## config.mk

```make
export PLATFORM = sky130hd
export DESIGN_NAME = prefetcher_top
export DESIGN_NICKNAME = d
export VERILOG_FILES = /design/src/common/pf_pkg.sv /design/src/source/req_steer.sv /design/src/prefetch/stream_ctrl.sv /design/src/prefetch/block_queue.sv /design/src/source/resp_steer.sv /design/src/source/prefetcher_top.sv
export SDC_FILE = /design/constraint.sdc
export NUM_CORES = 1
export LEC_CHECK = 0
export BUFFER_PORTS_ARGS = -buffer_cell sky130_fd_sc_hd__buf_2
export CORE_MARGIN = 5
export CORE_UTILIZATION = 54
export DETAILED_ROUTE_END_ITERATION = 6
export GPL_TIMING_DRIVEN = 0
export PLACE_DENSITY_LB_ADDON = 0.05
export SLEW_MARGIN = 20
export SYNTH_ARGS = -nofsm -noshare
export SYNTH_HDL_FRONTEND = slang
export SYNTH_SLANG_ARGS = --single-unit
```

## constraint.sdc

```tcl
create_clock -name clk -period 7.1 [get_ports clk]
set_clock_uncertainty 0.05 [all_clocks]
set_input_delay 1.065 -clock clk [delete_from_list [all_inputs] [get_ports clk]]
set_output_delay 1.065 -clock clk [all_outputs]
set_load 0.005 [all_outputs]
```

## src/common/pf_pkg.sv

```systemverilog
//~~~~~~~~~~~~~~~~~~~~~~~~~~~~~~~~~~~~~~~~~~~~~~~~~~
// Read prefetcher shared sizes and types
// Bus widths, queue geometry and the prefetch ID
//~~~~~~~~~~~~~~~~~~~~~~~~~~~~~~~~~~~~~~~~~~~~~~~~~~

`default_nettype none

package pf_pkg;

    // AXI field widths
    localparam int ADDR_BITS = 32;
    localparam int ID_BITS   = 4;
    localparam int LEN_BITS  = 8;
    localparam int DATA_BITS = 64;           // One beat carries one block

    // Stream geometry
    localparam int BLOCK_BYTES = 8;          // Address step between blocks
    localparam int QUEUE_LOG   = 2;
    localparam int QUEUE_DEPTH = 1 << QUEUE_LOG;

    // Reserved ID for prefetch reads, never issued by the master
    localparam logic [ID_BITS-1:0] PF_ID = '1;

    typedef logic [ADDR_BITS-1:0] addr_t;
    typedef logic [ID_BITS-1:0]   id_t;
    typedef logic [LEN_BITS-1:0]  len_t;
    typedef logic [DATA_BITS-1:0] data_t;

    // Occupancy count, one bit wider so a full queue fits
    typedef logic [QUEUE_LOG:0] cnt_t;

endpackage

`default_nettype wire

```

## src/source/req_steer.sv

```systemverilog
//~~~~~~~~~~~~~~~~~~~~~~~~~~~~~~~~~~~~~~~~~~~~~~~~~~
// Request steering for the read prefetcher
// Splits AR traffic between the stream and memory
//~~~~~~~~~~~~~~~~~~~~~~~~~~~~~~~~~~~~~~~~~~~~~~~~~~

`default_nettype none

module req_steer (
    input  wire                clk,
    input  wire                rst_n,
    input  wire                en,
    input  wire pf_pkg::addr_t bar,
    input  wire pf_pkg::addr_t limit,
    input  wire                s_ar_valid,
    output logic               s_ar_ready,
    input  wire pf_pkg::addr_t s_ar_addr,
    input  wire pf_pkg::id_t   s_ar_id,
    input  wire pf_pkg::len_t  s_ar_len,
    output logic               m_ar_valid,
    input  wire                m_ar_ready,
    output pf_pkg::addr_t      m_ar_addr,
    output pf_pkg::id_t        m_ar_id,
    output pf_pkg::len_t       m_ar_len,
    output logic               ctrl_req_valid,
    input  wire                ctrl_req_ready,
    input  wire                ctrl_ar_valid,
    output logic               ctrl_ar_ready,
    input  wire pf_pkg::addr_t ctrl_ar_addr,
    input  wire pf_pkg::id_t   ctrl_ar_id,
    input  wire pf_pkg::len_t  ctrl_ar_len,
    input  wire                s_aw_valid,
    output logic               s_aw_ready,
    input  wire pf_pkg::addr_t s_aw_addr,
    input  wire pf_pkg::id_t   s_aw_id,
    output logic               m_aw_valid,
    input  wire                m_aw_ready,
    output logic               flush
);
    import pf_pkg::*;

    logic in_window;
    logic aw_in_window;

    always_comb begin
        // Only single beat reads inside bar..limit belong to the stream
        in_window = en && (s_ar_len == '0) && (s_ar_addr >= bar) && (s_ar_addr <= limit);
        aw_in_window = en && (s_aw_addr >= bar) && (s_aw_addr <= limit);

        ctrl_req_valid = s_ar_valid && in_window;

        if (ctrl_ar_valid) begin          // Controller owns the master AR
            m_ar_valid    = 1'b1;
            m_ar_addr     = ctrl_ar_addr;
            m_ar_id       = ctrl_ar_id;
            m_ar_len      = ctrl_ar_len;
            ctrl_ar_ready = m_ar_ready;
        end else begin
            m_ar_valid    = s_ar_valid && !in_window;
            m_ar_addr     = s_ar_addr;
            m_ar_id       = s_ar_id;
            m_ar_len      = s_ar_len;
            ctrl_ar_ready = 1'b0;
        end

        // Bypass reads wait while the controller uses the channel
        s_ar_ready = in_window ? ctrl_req_ready : (!ctrl_ar_valid && m_ar_ready);

        m_aw_valid = s_aw_valid;
        s_aw_ready = m_aw_ready;
        flush      = s_aw_valid && m_aw_ready && aw_in_window;
    end

    // A waiting read keeps the path it was first given
    a_path_stable: assert property (@(posedge clk) disable iff (!rst_n)
        s_ar_valid && !s_ar_ready |=> ctrl_req_valid == $past(ctrl_req_valid))
        else $error("read request changed path before acceptance");

    // The prefetch ID must stay private to the controller
    a_ar_id_free: assert property (@(posedge clk) disable iff (!rst_n)
        s_ar_valid |-> s_ar_id != PF_ID)
        else $error("master read uses the prefetch ID");

    a_aw_id_free: assert property (@(posedge clk) disable iff (!rst_n)
        s_aw_valid |-> s_aw_id != PF_ID)
        else $error("master write uses the prefetch ID");

endmodule

`default_nettype wire

```

## src/prefetch/stream_ctrl.sv

```systemverilog
//~~~~~~~~~~~~~~~~~~~~~~~~~~~~~~~~~~~~~~~~~~~~~~~~~~
// Sequential stream controller
// Hit/miss decision, demand reads and prefetch issue
//~~~~~~~~~~~~~~~~~~~~~~~~~~~~~~~~~~~~~~~~~~~~~~~~~~

`default_nettype none

module stream_ctrl (
    input  wire                clk,
    input  wire                rst_n,
    input  wire pf_pkg::addr_t limit,
    input  wire                ctrl_req_valid,
    output logic               ctrl_req_ready,
    input  wire pf_pkg::addr_t s_ar_addr,
    input  wire pf_pkg::id_t   s_ar_id,
    input  wire pf_pkg::len_t  s_ar_len,
    output logic               ctrl_ar_valid,
    input  wire                ctrl_ar_ready,
    output pf_pkg::addr_t      ctrl_ar_addr,
    output pf_pkg::id_t        ctrl_ar_id,
    output pf_pkg::len_t       ctrl_ar_len,
    output logic               hit_valid,
    input  wire                hit_ready,
    output pf_pkg::data_t      hit_data,
    output pf_pkg::id_t        hit_id,
    input  wire                flush,
    output logic               push,
    output pf_pkg::addr_t      push_addr,
    output logic               pop,
    output logic               clear,
    input  wire                head_valid,
    input  wire                head_filled,
    input  wire pf_pkg::addr_t head_tag,
    input  wire pf_pkg::data_t head_data,
    input  wire pf_pkg::addr_t tail_next,
    input  wire pf_pkg::cnt_t  count
);
    import pf_pkg::*;

    typedef enum logic [2:0] {IDLE, WAIT_FILL, RESPOND, DEMAND, PREFETCH} state_t;

    state_t state;
    state_t state_nxt;

    addr_t req_addr;
    id_t   req_id;
    len_t  req_len;
    addr_t next_addr;                    // Next block of the stream
    addr_t pf_addr;
    addr_t dem_addr;
    id_t   dem_id;
    len_t  dem_len;
    logic  accept;
    logic  is_hit;
    logic  can_issue;
    logic  ar_done;
    logic  start_demand;
    logic  start_pf;
    logic  start_hit;

    always_comb begin
        ctrl_req_ready = (state == IDLE);
        hit_valid      = (state == RESPOND);
        hit_id         = req_id;
        accept         = ctrl_req_valid && ctrl_req_ready;
        is_hit         = head_valid && (head_tag == s_ar_addr);
        ar_done        = ctrl_ar_valid && ctrl_ar_ready;

        // Empty queue restarts from the stream pointer
        pf_addr   = (count == '0) ? next_addr : tail_next;
        can_issue = (pf_addr <= limit) && (count < cnt_t'(QUEUE_DEPTH));

        // A flushed wait turns into a demand read from the latched request
        dem_addr = (state == IDLE) ? s_ar_addr : req_addr;
        dem_id   = (state == IDLE) ? s_ar_id : req_id;
        dem_len  = (state == IDLE) ? s_ar_len : req_len;

        start_demand = (accept && !is_hit) || (state == WAIT_FILL && flush);
        start_pf     = (state == PREFETCH) && !ctrl_ar_valid && !flush && can_issue;
        start_hit    = (accept && is_hit && head_filled) ||
                       (state == WAIT_FILL && !flush && head_filled);

        push      = (state == PREFETCH) && ar_done;
        push_addr = ctrl_ar_addr;
        pop       = hit_valid && hit_ready && head_valid;
        clear     = accept && !is_hit;   // Miss restarts the stream
    end

    always_comb begin
        state_nxt = state;
        case (state)
            IDLE: begin
                if (accept) begin
                    if (!is_hit)
                        state_nxt = DEMAND;
                    else
                        state_nxt = head_filled ? RESPOND : WAIT_FILL;
                end
            end
            WAIT_FILL: begin
                if (flush)
                    state_nxt = DEMAND;
                else if (head_filled)
                    state_nxt = RESPOND;
            end
            RESPOND: begin
                // Each served hit tops the queue up by one block
                if (hit_ready)
                    state_nxt = head_valid ? PREFETCH : IDLE;
            end
            DEMAND: begin
                if (ctrl_ar_ready)
                    state_nxt = PREFETCH;
            end
            PREFETCH: begin
                if (ar_done ? flush : (!ctrl_ar_valid && (flush || !can_issue)))
                    state_nxt = IDLE;
            end
            default: state_nxt = IDLE;
        endcase
    end

    always_ff @(posedge clk or negedge rst_n) begin
        if (!rst_n) begin
            state         <= IDLE;
            ctrl_ar_valid <= 1'b0;
        end else begin
            state <= state_nxt;
            if (start_demand || start_pf)
                ctrl_ar_valid <= 1'b1;
            else if (ar_done)
                ctrl_ar_valid <= 1'b0;
        end
    end

    always_ff @(posedge clk) begin
        if (accept) begin
            req_addr <= s_ar_addr;
            req_id   <= s_ar_id;
            req_len  <= s_ar_len;
        end
        if (start_demand) begin
            ctrl_ar_addr <= dem_addr;
            ctrl_ar_id   <= dem_id;
            ctrl_ar_len  <= dem_len;
            next_addr    <= dem_addr + addr_t'(BLOCK_BYTES);
        end else if (start_pf) begin
            ctrl_ar_addr <= pf_addr;
            ctrl_ar_id   <= PF_ID;
            ctrl_ar_len  <= '0;
            next_addr    <= pf_addr + addr_t'(BLOCK_BYTES);
        end
        if (start_hit)
            hit_data <= head_data;       // Held stable through back-pressure
    end

endmodule

`default_nettype wire

```

## src/prefetch/block_queue.sv

```systemverilog
//~~~~~~~~~~~~~~~~~~~~~~~~~~~~~~~~~~~~~~~~~~~~~~~~~~
// Prefetch block queue
// Circular tag/data store filled in issue order
//~~~~~~~~~~~~~~~~~~~~~~~~~~~~~~~~~~~~~~~~~~~~~~~~~~

`default_nettype none

module block_queue (
    input  wire                clk,
    input  wire                rst_n,
    input  wire                push,
    input  wire pf_pkg::addr_t push_addr,
    input  wire                pop,
    input  wire                clear,
    input  wire                flush,
    input  wire                fill_valid,
    input  wire pf_pkg::data_t fill_data,
    output logic               head_valid,
    output logic               head_filled,
    output pf_pkg::addr_t      head_tag,
    output pf_pkg::data_t      head_data,
    output pf_pkg::addr_t      tail_next,
    output pf_pkg::cnt_t       count
);
    import pf_pkg::*;

    typedef logic [QUEUE_LOG-1:0] ptr_t;
    typedef logic [QUEUE_LOG+2:0] disc_t;    // Room for several flushes in flight

    addr_t tag_mem [QUEUE_DEPTH];
    data_t data_mem [QUEUE_DEPTH];
    logic [QUEUE_DEPTH-1:0] filled;

    ptr_t  head;
    ptr_t  tail;
    ptr_t  fill_ptr;                         // Oldest slot still waiting for data
    cnt_t  pending;
    disc_t discard;
    logic  empty_all;
    logic  take;

    always_comb begin
        empty_all   = clear || flush;
        take        = fill_valid && (discard == '0);
        head_valid  = (count != '0);
        head_filled = head_valid && filled[head];
        head_tag    = tag_mem[head];
        head_data   = data_mem[head];
        tail_next   = tag_mem[tail - 1'b1] + addr_t'(BLOCK_BYTES);
    end

    always_ff @(posedge clk or negedge rst_n) begin
        if (!rst_n) begin
            head     <= '0;
            tail     <= '0;
            fill_ptr <= '0;
            count    <= '0;
            pending  <= '0;
            discard  <= '0;
            filled   <= '0;
        end else if (empty_all) begin
            head     <= '0;
            tail     <= '0;
            fill_ptr <= '0;
            count    <= '0;
            pending  <= '0;
            // Every read still in flight now returns stale data
            discard  <= discard + disc_t'(pending) + disc_t'(push) - disc_t'(fill_valid);
        end else begin
            if (push) begin
                tail         <= tail + 1'b1;
                filled[tail] <= 1'b0;
            end
            if (pop)
                head <= head + 1'b1;
            if (take) begin
                filled[fill_ptr] <= 1'b1;
                fill_ptr         <= fill_ptr + 1'b1;
            end else if (fill_valid) begin
                discard <= discard - 1'b1;
            end
            count   <= count + cnt_t'(push) - cnt_t'(pop);
            pending <= pending + cnt_t'(push) - cnt_t'(take);
        end
    end

    always_ff @(posedge clk) begin
        if (push)
            tag_mem[tail] <= push_addr;
        if (take)
            data_mem[fill_ptr] <= fill_data;
    end

    a_no_overflow: assert property (@(posedge clk) disable iff (!rst_n)
        push |-> count != cnt_t'(QUEUE_DEPTH))
        else $error("prefetch pushed into a full queue");

    a_no_underflow: assert property (@(posedge clk) disable iff (!rst_n)
        pop |-> head_valid)
        else $error("hit popped an empty queue");

    // Every PF_ID beat answers a pending slot or a discarded read
    a_fill_expected: assert property (@(posedge clk) disable iff (!rst_n)
        fill_valid |-> (pending != '0) || (discard != '0))
        else $error("prefetch fill with nothing outstanding");

endmodule

`default_nettype wire

```

## src/source/resp_steer.sv

```systemverilog
//~~~~~~~~~~~~~~~~~~~~~~~~~~~~~~~~~~~~~~~~~~~~~~~~~~
// Response steering for the read prefetcher
// Sends fills to the queue, merges hits onto s_r
//~~~~~~~~~~~~~~~~~~~~~~~~~~~~~~~~~~~~~~~~~~~~~~~~~~

`default_nettype none

module resp_steer (
    input  wire                clk,
    input  wire                rst_n,
    input  wire                m_r_valid,
    output logic               m_r_ready,
    input  wire pf_pkg::data_t m_r_data,
    input  wire pf_pkg::id_t   m_r_id,
    input  wire                m_r_last,
    output logic               s_r_valid,
    input  wire                s_r_ready,
    output pf_pkg::data_t      s_r_data,
    output pf_pkg::id_t        s_r_id,
    output logic               s_r_last,
    output logic               fill_valid,
    output pf_pkg::data_t      fill_data,
    input  wire                hit_valid,
    output logic               hit_ready,
    input  wire pf_pkg::data_t hit_data,
    input  wire pf_pkg::id_t   hit_id
);
    import pf_pkg::*;

    logic pf_beat;

    always_comb begin
        pf_beat    = m_r_id == PF_ID;
        fill_valid = m_r_valid && pf_beat;   // Queue never stalls a fill
        fill_data  = m_r_data;
        hit_ready  = s_r_ready;

        if (hit_valid) begin
            // Hit wins the slave channel, memory beats wait
            s_r_valid = 1'b1;
            s_r_data  = hit_data;
            s_r_id    = hit_id;
            s_r_last  = 1'b1;
            m_r_ready = pf_beat;
        end else begin
            s_r_valid = m_r_valid && !pf_beat;
            s_r_data  = m_r_data;
            s_r_id    = m_r_id;
            s_r_last  = m_r_last;
            m_r_ready = pf_beat || s_r_ready;
        end
    end

    a_no_pf_id_out: assert property (@(posedge clk) disable iff (!rst_n)
        s_r_valid |-> s_r_id != PF_ID)
        else $error("prefetch beat leaked to the master");

    // Controller must hold a stalled hit response
    a_hit_hold: assert property (@(posedge clk) disable iff (!rst_n)
        hit_valid && !s_r_ready |=> hit_valid && $stable(hit_data) && $stable(hit_id))
        else $error("hit response changed under back-pressure");

endmodule

`default_nettype wire

```

## src/source/prefetcher_top.sv

```systemverilog
//~~~~~~~~~~~~~~~~~~~~~~~~~~~~~~~~~~~~~~~~~~~~~~~~~~
// Read prefetcher top level
// Steering, stream control and block queue
//~~~~~~~~~~~~~~~~~~~~~~~~~~~~~~~~~~~~~~~~~~~~~~~~~~

`default_nettype none

module prefetcher_top (
    input  wire                clk,
    input  wire                rst_n,
    input  wire                en,
    input  wire pf_pkg::addr_t bar,
    input  wire pf_pkg::addr_t limit,
    // Slave AR
    input  wire                s_ar_valid,
    output logic               s_ar_ready,
    input  wire pf_pkg::addr_t s_ar_addr,
    input  wire pf_pkg::id_t   s_ar_id,
    input  wire pf_pkg::len_t  s_ar_len,
    // Master AR
    output logic               m_ar_valid,
    input  wire                m_ar_ready,
    output pf_pkg::addr_t      m_ar_addr,
    output pf_pkg::id_t        m_ar_id,
    output pf_pkg::len_t       m_ar_len,
    // Master R
    input  wire                m_r_valid,
    output logic               m_r_ready,
    input  wire pf_pkg::data_t m_r_data,
    input  wire pf_pkg::id_t   m_r_id,
    input  wire                m_r_last,
    // Slave R
    output logic               s_r_valid,
    input  wire                s_r_ready,
    output pf_pkg::data_t      s_r_data,
    output pf_pkg::id_t        s_r_id,
    output logic               s_r_last,
    // AW, address only
    input  wire                s_aw_valid,
    output logic               s_aw_ready,
    input  wire pf_pkg::addr_t s_aw_addr,
    input  wire pf_pkg::id_t   s_aw_id,
    output logic               m_aw_valid,
    input  wire                m_aw_ready
);
    import pf_pkg::*;

    // Steering to controller
    logic  ctrl_req_valid;
    logic  ctrl_req_ready;
    logic  ctrl_ar_valid;
    logic  ctrl_ar_ready;
    addr_t ctrl_ar_addr;
    id_t   ctrl_ar_id;
    len_t  ctrl_ar_len;
    logic  flush;

    // Hit response path
    logic  hit_valid;
    logic  hit_ready;
    data_t hit_data;
    id_t   hit_id;

    // Queue commands and status
    logic  push;
    addr_t push_addr;
    logic  pop;
    logic  clear;
    logic  head_valid;
    logic  head_filled;
    addr_t head_tag;
    data_t head_data;
    addr_t tail_next;
    cnt_t  count;
    logic  fill_valid;
    data_t fill_data;

    req_steer u_req_steer (.*);

    stream_ctrl u_stream_ctrl (.*);

    block_queue u_block_queue (.*);

    resp_steer u_resp_steer (.*);

endmodule

`default_nettype wire

```

-- Word level (Yosys, flattened, before mapping)
Memories as Yosys holds them, arrays and structs flattened. A register that Yosys moved wholly into a read port is not among the register bits.
Index checks and enable logic that the tools add are counted.
W data, S select, Z words.
- $add $sub $neg: 15
- multipliers: 0
- divide/modulo/power cells: 0
- magnitude comparators: 11
- equal/unequal tests: 12
- shift-type cells: 0
- multiplexer cells: 60
- bitwise logic cells: 3
- reduce and logical (&&, ||, !) cells: 58
- operators with widths (kind ; count):
    $mux W32 ; 7
    $add A32 B4 Y32 const B ; 3
    $le A32 B32 Y1 ; 3
    $ge A32 B32 Y1 ; 2
    $mux W64 ; 1
    $logic_and A1 B1 Y1 ; 33
    $eq A32 B32 Y1 ; 1
    $mux W4 ; 8
    $mux W8 ; 4
    $mux W3 ; 10
    $mux W1 ; 16
    $mux W5 ; 3
    $pmux W3 S5 ; 1
    $mux W2 ; 7
    $reduce_bool A2 Y1 ; 6
    $lt A2 B3 Y1 const B ; 3
    $logic_not A8 Y1 ; 1
    $add A2 B1 Y2 const B ; 3
    $add A3 B1 Y3 ; 2
    $eq A3 B2 Y1 const B ; 2
    $logic_not A1 Y1 ; 6
    $logic_not A3 Y1 ; 2
    $logic_or A1 B1 Y1 ; 6
    $ne A2 B1 Y1 const B ; 3
    other kinds (22) ; 26
- register bits: 145
- latch bits: 0
- RAM bits: 384
- ROM bits: 0
- output and inout port bits: 119
- logic and storage cells: 177
- memories kept: 2
- memory list (memory ; depth ; bits a word ; rd ports ; clocked after memory_dff ; wr ports ; line ; RTL):
    u_block_queue.data_mem ; 4 ; 64 ; 1 ; 1 ; 1 ; block_queue.sv:31 ; data_t data_mem [QUEUE_DEPTH];
    u_block_queue.tag_mem ; 4 ; 32 ; 2 ; 0 ; 1 ; block_queue.sv:30 ; addr_t tag_mem [QUEUE_DEPTH];

-- Logic depth before layout (Yosys ltp)
Gate-level depths: netlist of the first run.
An unclocked memory read counts as a cell.
- word-level depth: 12
- mapped depth: 28
- mapped depth without buffers: 21

-- Modules after synthesis
From an unflattened synthesis of the first run, not the netlist that was laid out.
- cell total of the unflattened synthesis: 2167
- area total of the unflattened synthesis: 31659.1 um2
- modules (own cells, without submodules) (module ; times used ; cells each ; area an instance (um2) ; sequential area each (um2)):
    block_queue ; 1 ; 776 ; 16732.3 ; 12056.6
    stream_ctrl ; 1 ; 793 ; 9668.0 ; 5535.3
    req_steer ; 1 ; 450 ; 3570.9 ; 0.0
    resp_steer ; 1 ; 148 ; 1687.9 ; 0.0

-- Least setup slack after synthesis of the first run
No wires, ideal clock.
- kind: input -> register
- start: in limit[1]
- end: reg u_stream_ctrl.hit_data[0] (read register of u_block_queue.data_mem) (enable)
- setup time: 0.565 ns
- data arrival time: 7.532 ns
- data required time: 6.485 ns
- setup slack: -1.047 ns
- cell stages on the path: 11
- cells stage by stage: inv_1 ha_1 nor2b_1 o211ai_1 a2111oi_0 or4b_1 a211o_1 or3_1 nor3_1 a21oi_1 nor3_1
- cells in the longest elaborated chain, start to end: 7
- elaborated cells between the ends (all ways): 13
- those cells by class: order compare: 2; reduce/logical: 11
- RTL lines (item ; line ; RTL):
    start, declared ; prefetcher_top.sv:13 ; input wire pf_pkg::addr_t limit,
    $le A32 B32 Y1, on equally long branches ; req_steer.sv:46, req_steer.sv:47 ;
    $logic_and A1 B1 Y1, on equally long branches ; req_steer.sv:46, req_steer.sv:47 ;
    $logic_and A1 B1 Y1, on equally long branches ; req_steer.sv:49, req_steer.sv:70 ;
    $logic_and A1 B1 Y1 or $logic_not A1 Y1 (tied branches) ; stream_ctrl.sv:65, stream_ctrl.sv:81 ;
    $logic_and A1 B1 Y1, on equally long branches (2 in series) ; stream_ctrl.sv:80, stream_ctrl.sv:81 ;
    $logic_or A1 B1 Y1 (*) ; stream_ctrl.sv:80 ; start_hit = (accept && is_hit && head_filled) ||
    net u_stream_ctrl.start_hit ; stream_ctrl.sv:59 ; logic start_hit;
    end, declared ; stream_ctrl.sv:24 ; output pf_pkg::data_t hit_data,
Mark *: on every way through the listed nets, which the timed path passes. The rest lies on a longest branch.
A chain may end at the register's enable or synchronous reset.

-- Worst setup path after layout of the first run
- start: reg u_block_queue.head[1]
- end: reg u_stream_ctrl.next_addr[27], data pin
- cells in the longest elaborated chain, start to end: 7
- RTL lines (item ; line ; RTL):
    start, declared ; block_queue.sv:34 ; ptr_t head;
    start signal, assigned ; block_queue.sv:75 ; head <= head + 1'b1;
    $mem_v2 Z4 W32 ; -- ;
    $eq A32 B32 Y1 ; stream_ctrl.sv:66 ; is_hit = head_valid && (head_tag == s_ar_addr);
    $logic_and A1 B1 Y1 ; stream_ctrl.sv:66 ;
    $logic_not A1 Y1 ; stream_ctrl.sv:78 ; start_demand = (accept && !is_hit) || (state == WAIT_FILL && flush);
    $logic_and A1 B1 Y1 ; stream_ctrl.sv:78 ;
    $logic_or A1 B1 Y1 ; stream_ctrl.sv:78 ;
    $mux W32 ; stream_ctrl.sv:142 ; if (start_demand) begin
    end signal, assigned ; stream_ctrl.sv:146 ; next_addr <= dem_addr + addr_t'(BLOCK_BYTES);
    end signal, assigned ; stream_ctrl.sv:151 ; next_addr <= pf_addr + addr_t'(BLOCK_BYTES);
    end, declared ; stream_ctrl.sv:48 ; addr_t next_addr;
No other way between the ends.

==> metrics.md, run 1 <==
| Metric | Value |
|---|---|
| Outcome | complete, no violations |
| Endpoints failing setup | 0 |
| Dpl hpwl | 65.9 mm |
| Max Cap Viol | 0 |
| Slew Limit Fails | 0 |
| Clk_lat worst skew | about 640 ps |
| First-pass GRT wire length | 129 mm |
| Gr usage total | 28.1% |
| Die span in x | 248 um |
| Chip Height | 248 um |
| Sequential-to-total area share from yosys stat | around 58% |
| Post-synth EDFFs | 565 |
| Initial antenna violation count | 7 |
| CTS root buf | clkbuf_16 |
| Yosys reg bits | 590 |
| Pin count of the biggest net entering global routing | between 50 and 60 |
| Hold_ws | 381 ps |
| Syn avg cell area | ~14 um2 |
| PwrDens | 331 nW/um2 |
| Die area | roughly 60000 um2 |
| Final min period | 6930 ps |
| Layout cell share with drive strength beyond 1 | 28.6% |
| Met1 Routed Length | 34.5 mm |
| CP Max Fanout | 10 |
| FMAX | 0.144 GHz |
| Arr. time, crit path | 7240 ps |
| Htree depth | 2 |
| Hold Buf Count CTS | 0 |
| Main synth FF type | edfxtp_1 |
| Vias | 20800 |
| Wire length per cell | approximately 26 um |
| I/O pin count | around 340 |
| Worst r2r path cells | 22 |
| LEAKAGE | 0.0132 uW |
| Total clock buffers created by CTS | between 50 and 60 |
| Startpoint Class | flop |
| FFs w/ async S/R, synth | 4.24% |
| Final Net Count | 2987 |
| Fin crit share | 97.6% |
| First-pass DRT Iterations | 6 |
| Syn-to-layout area delta | 16.8% |
| Routed WL | between 80 and 90 mm |
| Kind of critical path | flop to flop |
| Vias in the first global route | 21100 |
| Cell row count | slightly below 90 |
| Clk buf depth | 3 |
| Clock slew at reported path FFs | 70 ps |
| Worst Setup End Kind | flop |
| Count of different cell masters after synthesis | 81 |
| Setup TNS | 0 ps |
| Hold Fails Final Rpt | 0 |
| WP data required | 7410 ps |
| Rel. slew slack | 35.1% |
| Starting density of the core | 54.4% |
| Vias per cell | 6.15 |
| Met2 wire length | 44.2 mm |
| # clock sinks | 590 |
| Worst Tran Pin Value | a little under 1000 ps |
| Mapped Area | 30600 um2 |
| Worst slack at placement | -1340 ps |
| RSZ-0062 raised after global routing | no |
| Final Worst Setup Slack | ~170 ps |
| Syn Inst Count | roughly 2200 |
| Maximum VDD drop | 0.270 mV |
| Top layer in use | met5 |
| Wire length on met3 | 5.84 mm |
| DRC | 0 |
| Synth Net Count | around 2600 |
| Routed Antenna Nets | 0 |
| HP Class | primary input to async pin |
| Gr ovfl total | 0 |
| Gpl congestion | 0.925 |
| DR iter-0 viols | 1886 |
| Core area | ~56000 um2 |
| Port Buffers | 336 |
| CTS tree | built |
| Yosys Warn Count | 0 |
## cell type report
type | instances | area, um2
Antenna cell | 4 | 10.0
Buffer | 87 | 427
Clock buffer | 65 | 1520
Clock inverter | 44 | 420
Fill cell | 4292 | 20500
Inverter | 117 | 439
Multi-Input combinational cell | 1368 | 12300
Sequential cell | 590 | 17600
Tap cell | 756 | 946
Timing Repair Buffer | 356 | 2080
## per-layer routing
| metal | track usage [%] | up-vias |
|---|---|---|
| met1 | 36.0 | 10500 |
| met5 | 0 | - |
| met3 | 4.76 | 171 |
| met4 | 9.89 | 8 |
| met2 | 48.6 | 853 |
| li1 | - | 9290 |
## stage by stage
stage	cells	total power, uW	utilization (%)	area (um2)
after global routing	3383	12400	63.5	35700
after detailed placement	3273	8680	59.8	33600
after CTS	3383	11800	63.3	35700
after floorplan	2163	7210	-	30600
after global placement	3255	8570	59.0	33200
final	3387	11800	63.5	35700
## cell usage after synthesis (all sizes together), types with 6 or more instances
| cell type | count | area [um2] |
|---|---|---|
| nor3 | 27 | 140 |
| o31ai | 7 | 52.6 |
| a21o | 28 | 210 |
| or2 | 6 | 37.5 |
| nor4 | 23 | 156 |
| o21a | 16 | 120 |
| nor2 | 77 | 289 |
| ha | 182 | 2280 |
| o211ai | 12 | 90.1 |
| a211oi | 7 | 52.6 |
| and3 | 14 | 87.6 |
| or4 | 11 | 82.6 |
| mux2 | 112 | 1260 |
| o21ai | 67 | 335 |
| a21oi | 91 | 459 |
| and2 | 16 | 103 |
| nor2b | 11 | 68.8 |
| nand3b | 7 | 52.6 |
| nand4 | 51 | 325 |
| xnor2 | 58 | 508 |
| inv | 117 | 439 |
| mux4 | 120 | 2700 |
| nand3 | 63 | 315 |
| a31oi | 28 | 175 |
| or3 | 7 | 43.8 |
| nand2 | 156 | 588 |
| mux2i | 66 | 668 |
| edfxtp | 565 | 17000 |
| xor2 | 19 | 166 |
| buf | 43 | 233 |
| clkbuf | 46 | 173 |
| dfrtp | 25 | 626 |
| nand2b | 12 | 75.1 |
## state kept, by name (all words and copies together), names as in the netlist, 8 cells and up
name                        flops
u_stream_ctrl.hit_data         64
u_stream_ctrl.req_len           8
u_stream_ctrl.next_addr        32
u_stream_ctrl.req_addr         32
u_block_queue.tag_mem         128
u_block_queue.data_mem        256
u_stream_ctrl.ctrl_ar_addr     29
u_stream_ctrl.ctrl_ar_len       8
## report_power, final
part | total (uW) | switching, uW | internal (uW) | leakage [uW]
clock network | 3120 | 1360 | 1770 | 0.000934
registers | 4140 | 76.6 | 4060 | 0.00542
logic | 4570 | 2660 | 1900 | 0.00688
total | 11800 | 4100 | 7730 | 0.0132
## final timing paths
check                                             start                          end  slack [ps]
worst max-delay path              u_block_queue.head[1]  u_stream_ctrl.next_addr[27]         170
worst min-delay path                              rst_n     u_block_queue.discard[3]         380
worst max register to register    u_block_queue.head[1]  u_stream_ctrl.next_addr[27]         170
worst min register to register  u_block_queue.filled[2]      u_block_queue.filled[2]         470
max in group asynchronous                         rst_n        u_block_queue.tail[1]        6210
min in group clk                u_block_queue.filled[2]      u_block_queue.filled[2]         470
## worst max-delay path, stage by stage, from the launching register on
cell	delay (ps)
dfrtp_1	350
buf_4	280
buf_4	330
buf_4	310
buf_4	290
mux4_2	350
xor2_1	400
nor4_1	160
o2111a_1	240
a2111o_2	600
nand2_2	140
buf_6	180
buf_2	270
buf_2	320
buf_2	310
nor2_1	60
a31oi_1	440
ha_2	410
nand2_1	100
or4_1	520
a21o_1	280
nor2_1	160
xor2_1	80
## layout by cell type, fill, tap and decap left out, types with 28 or more instances in the layout
cell	instances
nand4_1	50
nand3_1	63
xnor2_1	58
clkbuf_1	47
o21ai_0	58
mux2_2	110
ha_1	180
inv_1	117
a21oi_1	90
nand2_1	155
mux4_2	120
a21o_1	28
nor2_1	77
edfxtp_1	565
buf_2	345
clkbuf_16	61
mux2i_1	63
## cells by family (layout without fill, tap and decap cells)
family	after synthesis	in the layout	share of synthesized area [%]
multiplexers	298	298	15.1
AO/OA/AOI/OAI	300	300	6.21
flip-flops	590	590	57.5
XOR/XNOR	77	77	2.20
adder cells (fa/ha/maj)	186	186	7.71
other	0	4	0
AND/OR/NAND/NOR	506	507	8.47
buffers and inverters	206	669	2.76
## timing repair
action / in CTS / in global routing
pin swaps: 1 / 1
buffers inserted: 1 / 0
setup endpoints to repair: 75 / 77
resized for setup: 13 / 15
cloned: 1 / 1
Note: power is estimated with default switching activity, not from simulation.
==> run 2: changes to the inputs <==
--- a/config.mk
+++ b/config.mk
@@ -11,6 +11,7 @@
 export DETAILED_ROUTE_END_ITERATION = 6
 export GPL_TIMING_DRIVEN = 0
 export PLACE_DENSITY_LB_ADDON = 0.05
+export REMOVE_ABC_BUFFERS = 1
 export SLEW_MARGIN = 20
 export SYNTH_ARGS = -nofsm -noshare
 export SYNTH_HDL_FRONTEND = slang
==> run 2 against run 1 <==
Against the previous run: via count shrank 3.6%; critical path depth shrank 4; sequential power grew 2%; largest cell class unchanged; largest power group unchanged; highest routed layer is now met4.
==> metrics.md, run 2 (same netlist as run 1, synthesis figures left out) <==
| Metric | Value |
|---|---|
| Outcome | complete, no violations (unchanged) |
| PwrDens | 326 nW/um2 (was 331 nW/um2) |
| First-pass GRT wire length | 119 mm (was 129 mm) |
| Kind of critical path | flop to flop (unchanged) |
| Fin crit share | 96.1% (was 97.6%) |
| Max Cap Viol | 0 (unchanged) |
| Routed Antenna Nets | 0 (unchanged) |
| Combinational Power Share | 37.2% (was 38.6%) |
| Worst Tran Pin Value | 981 ps (was 973 ps) |
| WP data required | 7410 ps (about the same) |
| Pin count of the biggest net entering global routing | 70 (was 51) |
| Syn-to-layout area delta | 16.5% (was 16.8%) |
| Slew Limit Fails | 0 (unchanged) |
| Die area | 61500 um2 (unchanged) |
| Maximum VDD drop | 0.210 mV (was 0.270 mV) |
| Sequential power share | 36.4% (was 35.0%) |
| Max stage delay on crit path | 620 ps (was 600 ps) |
| Vias per cell | 6.03 (was 6.15) |
| Largest registers | u_block_queue.data_mem x256, u_block_queue.tag_mem x128, u_stream_ctrl.hit_data x64 (unchanged) |
| Gr ovfl total | 0 (unchanged) |
| Cell row count | 87 (unchanged) |
| Dpl hpwl | 57.2 mm (was 65.9 mm) |
| Gr usage total | 25.4% (was 28.1%) |
| CP cell instances | buf_16, buf_12, buf_12, mux4_2, xnor2_1, nand4_1, or3_1, nor4b_2, a2111o_2, nand2_4, buf_16, a31oi_1, ha_1, nand2_1, or4_1, a21o_1, nor2_1, xor2_1 (was buf_4, buf_4, buf_4, buf_4, mux4_2, xor2_1, nor4_1, o2111a_1, a2111o_2, nand2_2, buf_6, buf_2, buf_2, buf_2, nor2_1, a31oi_1, ha_2, nand2_1, or4_1, a21o_1, nor2_1, xor2_1) |
| Sw Share | 32.8% (was 34.6%) |
| Most frequent cells in the layout | edfxtp_1, buf_2, ha_1 (unchanged) |
| Starting density of the core | 54.4% (unchanged) |
| # clock sinks | 590 (unchanged) |
| CP max-delay cell | dfrtp_4 (was a2111o_2) |
| Final instance area | 35600 um2 (was 35700 um2) |
| Placed Area | 33600 um2 (about the same) |
| Worst reg2reg path startpoint | u_block_queue.head[1] (unchanged) |
| CTS tree | built (unchanged) |
| Worst flop-to-flop path endpoint | u_stream_ctrl.next_addr[27] (unchanged) |
| Startpoint Class | flop (unchanged) |
| RSZ-0062 raised after global routing | no (unchanged) |
| Clk buf depth | 3 (unchanged) |
| Hold_ws | 398 ps (was 381 ps) |
| FMAX | 0.147 GHz (was 0.144 GHz) |
| Final min period | 6820 ps (was 6930 ps) |
| Largest reg by FF count | u_block_queue.data_mem (unchanged) |
| Vias | 20100 (was 20800) |
| DR iter-0 viols | 1606 (was 1886) |
| LEAKAGE | 0.0132 uW (about the same) |
| Clock slew at reported path FFs | 60 ps (was 70 ps) |
| CTS root buf | clkbuf_16 (unchanged) |
| Gpl congestion | 0.894 (was 0.925) |
| Arr. time, crit path | 7130 ps (was 7240 ps) |
| Pint | 7820 uW (was 7730 uW) |
| Endpoints failing setup | 0 (unchanged) |
| Layout cell share with drive strength beyond 1 | 29.2% (was 28.6%) |
| Wire length per cell | 23.8 um (was 25.9 um) |
| Clk_lat worst skew | 620 ps (was 640 ps) |
| CP Max Fanout | 69 (was 10) |
| HP Class | primary input to async pin (unchanged) |
| Most common cell after layout, fill and taps aside | edfxtp_1 (unchanged) |
| Worst Setup End Kind | flop (unchanged) |
| Final Net Count | 2935 (was 2987) |
| Initial antenna violation count | 1 (was 7) |
| DRC | 0 (unchanged) |
| First-pass DRT Iterations | 6 (unchanged) |
| I/O pin count | 341 (unchanged) |
| Chip Height | 248 um (unchanged) |
| Port Buffers | 336 (unchanged) |
| Rel. slew slack | 34.0% (was 35.1%) |
| Max reg flops | 256 (unchanged) |
| Vias in the first global route | 20600 (was 21100) |
| Critical Path Source | u_block_queue.head[1] (unchanged) |
| CP Capture Point | u_stream_ctrl.next_addr[27] (unchanged) |
| Die span in x | 248 um (unchanged) |
| Worst r2r path cells | 18 (was 22) |
| Switching power total | 3820 uW (was 4100 uW) |
| Clock power share | 26.5% (was 26.4%) |
| Reg2reg setup slack | 280 ps (was 170 ps) |
| Htree depth | 2 (unchanged) |
| Total clock buffers created by CTS | 58 (was 59) |
| Routed WL | 79.4 mm (was 87.8 mm) |
| Hold Fails Final Rpt | 0 (unchanged) |
| Hold Buf Count CTS | 0 (unchanged) |
| Core area | 56300 um2 (unchanged) |
## run 2: cell types whose count changed in the layout (fill, tap and decap cells not counted), sizes merged
cell and delta:
a2111o +1, buf -6, bufinv +2, clkbuf -44, clkinv -2, clkinvlp -7, diode -3, inv +1
## run 2: how the worst min path moves through the flow
stage | start | to | slack (ps)
floorplan | u_block_queue.filled[2] | u_block_queue.filled[2] | 410
global placement | u_block_queue.filled[2] | u_block_queue.filled[2] | 420
detailed placement | u_block_queue.filled[2] | u_block_queue.filled[2] | 450
CTS | rst_n | u_block_queue.discard[3] | 390
global route | rst_n | u_block_queue.discard[2] | 420
finish | rst_n | u_block_queue.pending[2] | 400
## run 2: worst max-delay path, delay by kind of cell (launching register included)
family | cells | cell delay (ps)
AO/OA/AOI/OAI | 3 | 1010
XOR/XNOR | 2 | 420
flip-flops | 1 | 620
buffers and inverters | 4 | 1160
adder cells (fa/ha/maj) | 1 | 390
AND/OR/NAND/NOR | 7 | 2230
multiplexers | 1 | 540
## run 2: through the flow
| stage | TNS [ps] | setup WS (ps) | cells | total power, uW | utilization, % |
|---|---|---|---|---|---|
| after floorplan | -282320 | -3090 | 2074 | 7270 | - |
| after global placement | -1396200 | -9520 | 3166 | 8630 | 58.3 |
| after detailed placement | -10010 | -362 | 3211 | 8590 | 59.7 |
| after CTS | 0 | 1.74 | 3317 | 11700 | 63.1 |
| after global routing | 0 | 15.3 | 3329 | 12300 | 63.3 |
| final | 0 | 277 | 3329 | 11600 | 63.3 |
## run 2: final cells by class
type / instances / area, um2
diodes: 1 / 2.50
clock inverters: 38 / 403
repair buffers: 391 / 2470
fillers: 4283 / 20600
well taps: 756 / 946
inverters: 117 / 439
multi-input cells: 1369 / 12300
clock buffers: 67 / 1490
flip-flops and latches: 590 / 17600
## run 2: power groups by stage
stage | clock [uW] | sequential [uW] | combinational [uW]
finish | 3080 | 4230 | 4320
global route | 3300 | 4250 | 4700
CTS | 3140 | 4230 | 4320
detailed placement | 0 | 4300 | 4280
global placement | 0 | 4610 | 4020
floorplan | 0 | 4430 | 2840
## run 2: timing repair
action / 4_1_cts / 5_1_grt
endpoints found under the hold margin: 0 / 0
pin swaps: 1 / 3
setup endpoints to repair: 43 / 57
resized for setup: 3 / 3
cloned: 1 / 1
setup buffers: 0 / 10
## run 2: layer usage
layer,wire [um],GRT usage [%],up-vias
li1,-,-,9185
met2,39300,43.3,751
met5,0,0,-
met1,32600,34.0,9984
met3,5140,3.78,139
met4,2330,7.85,0
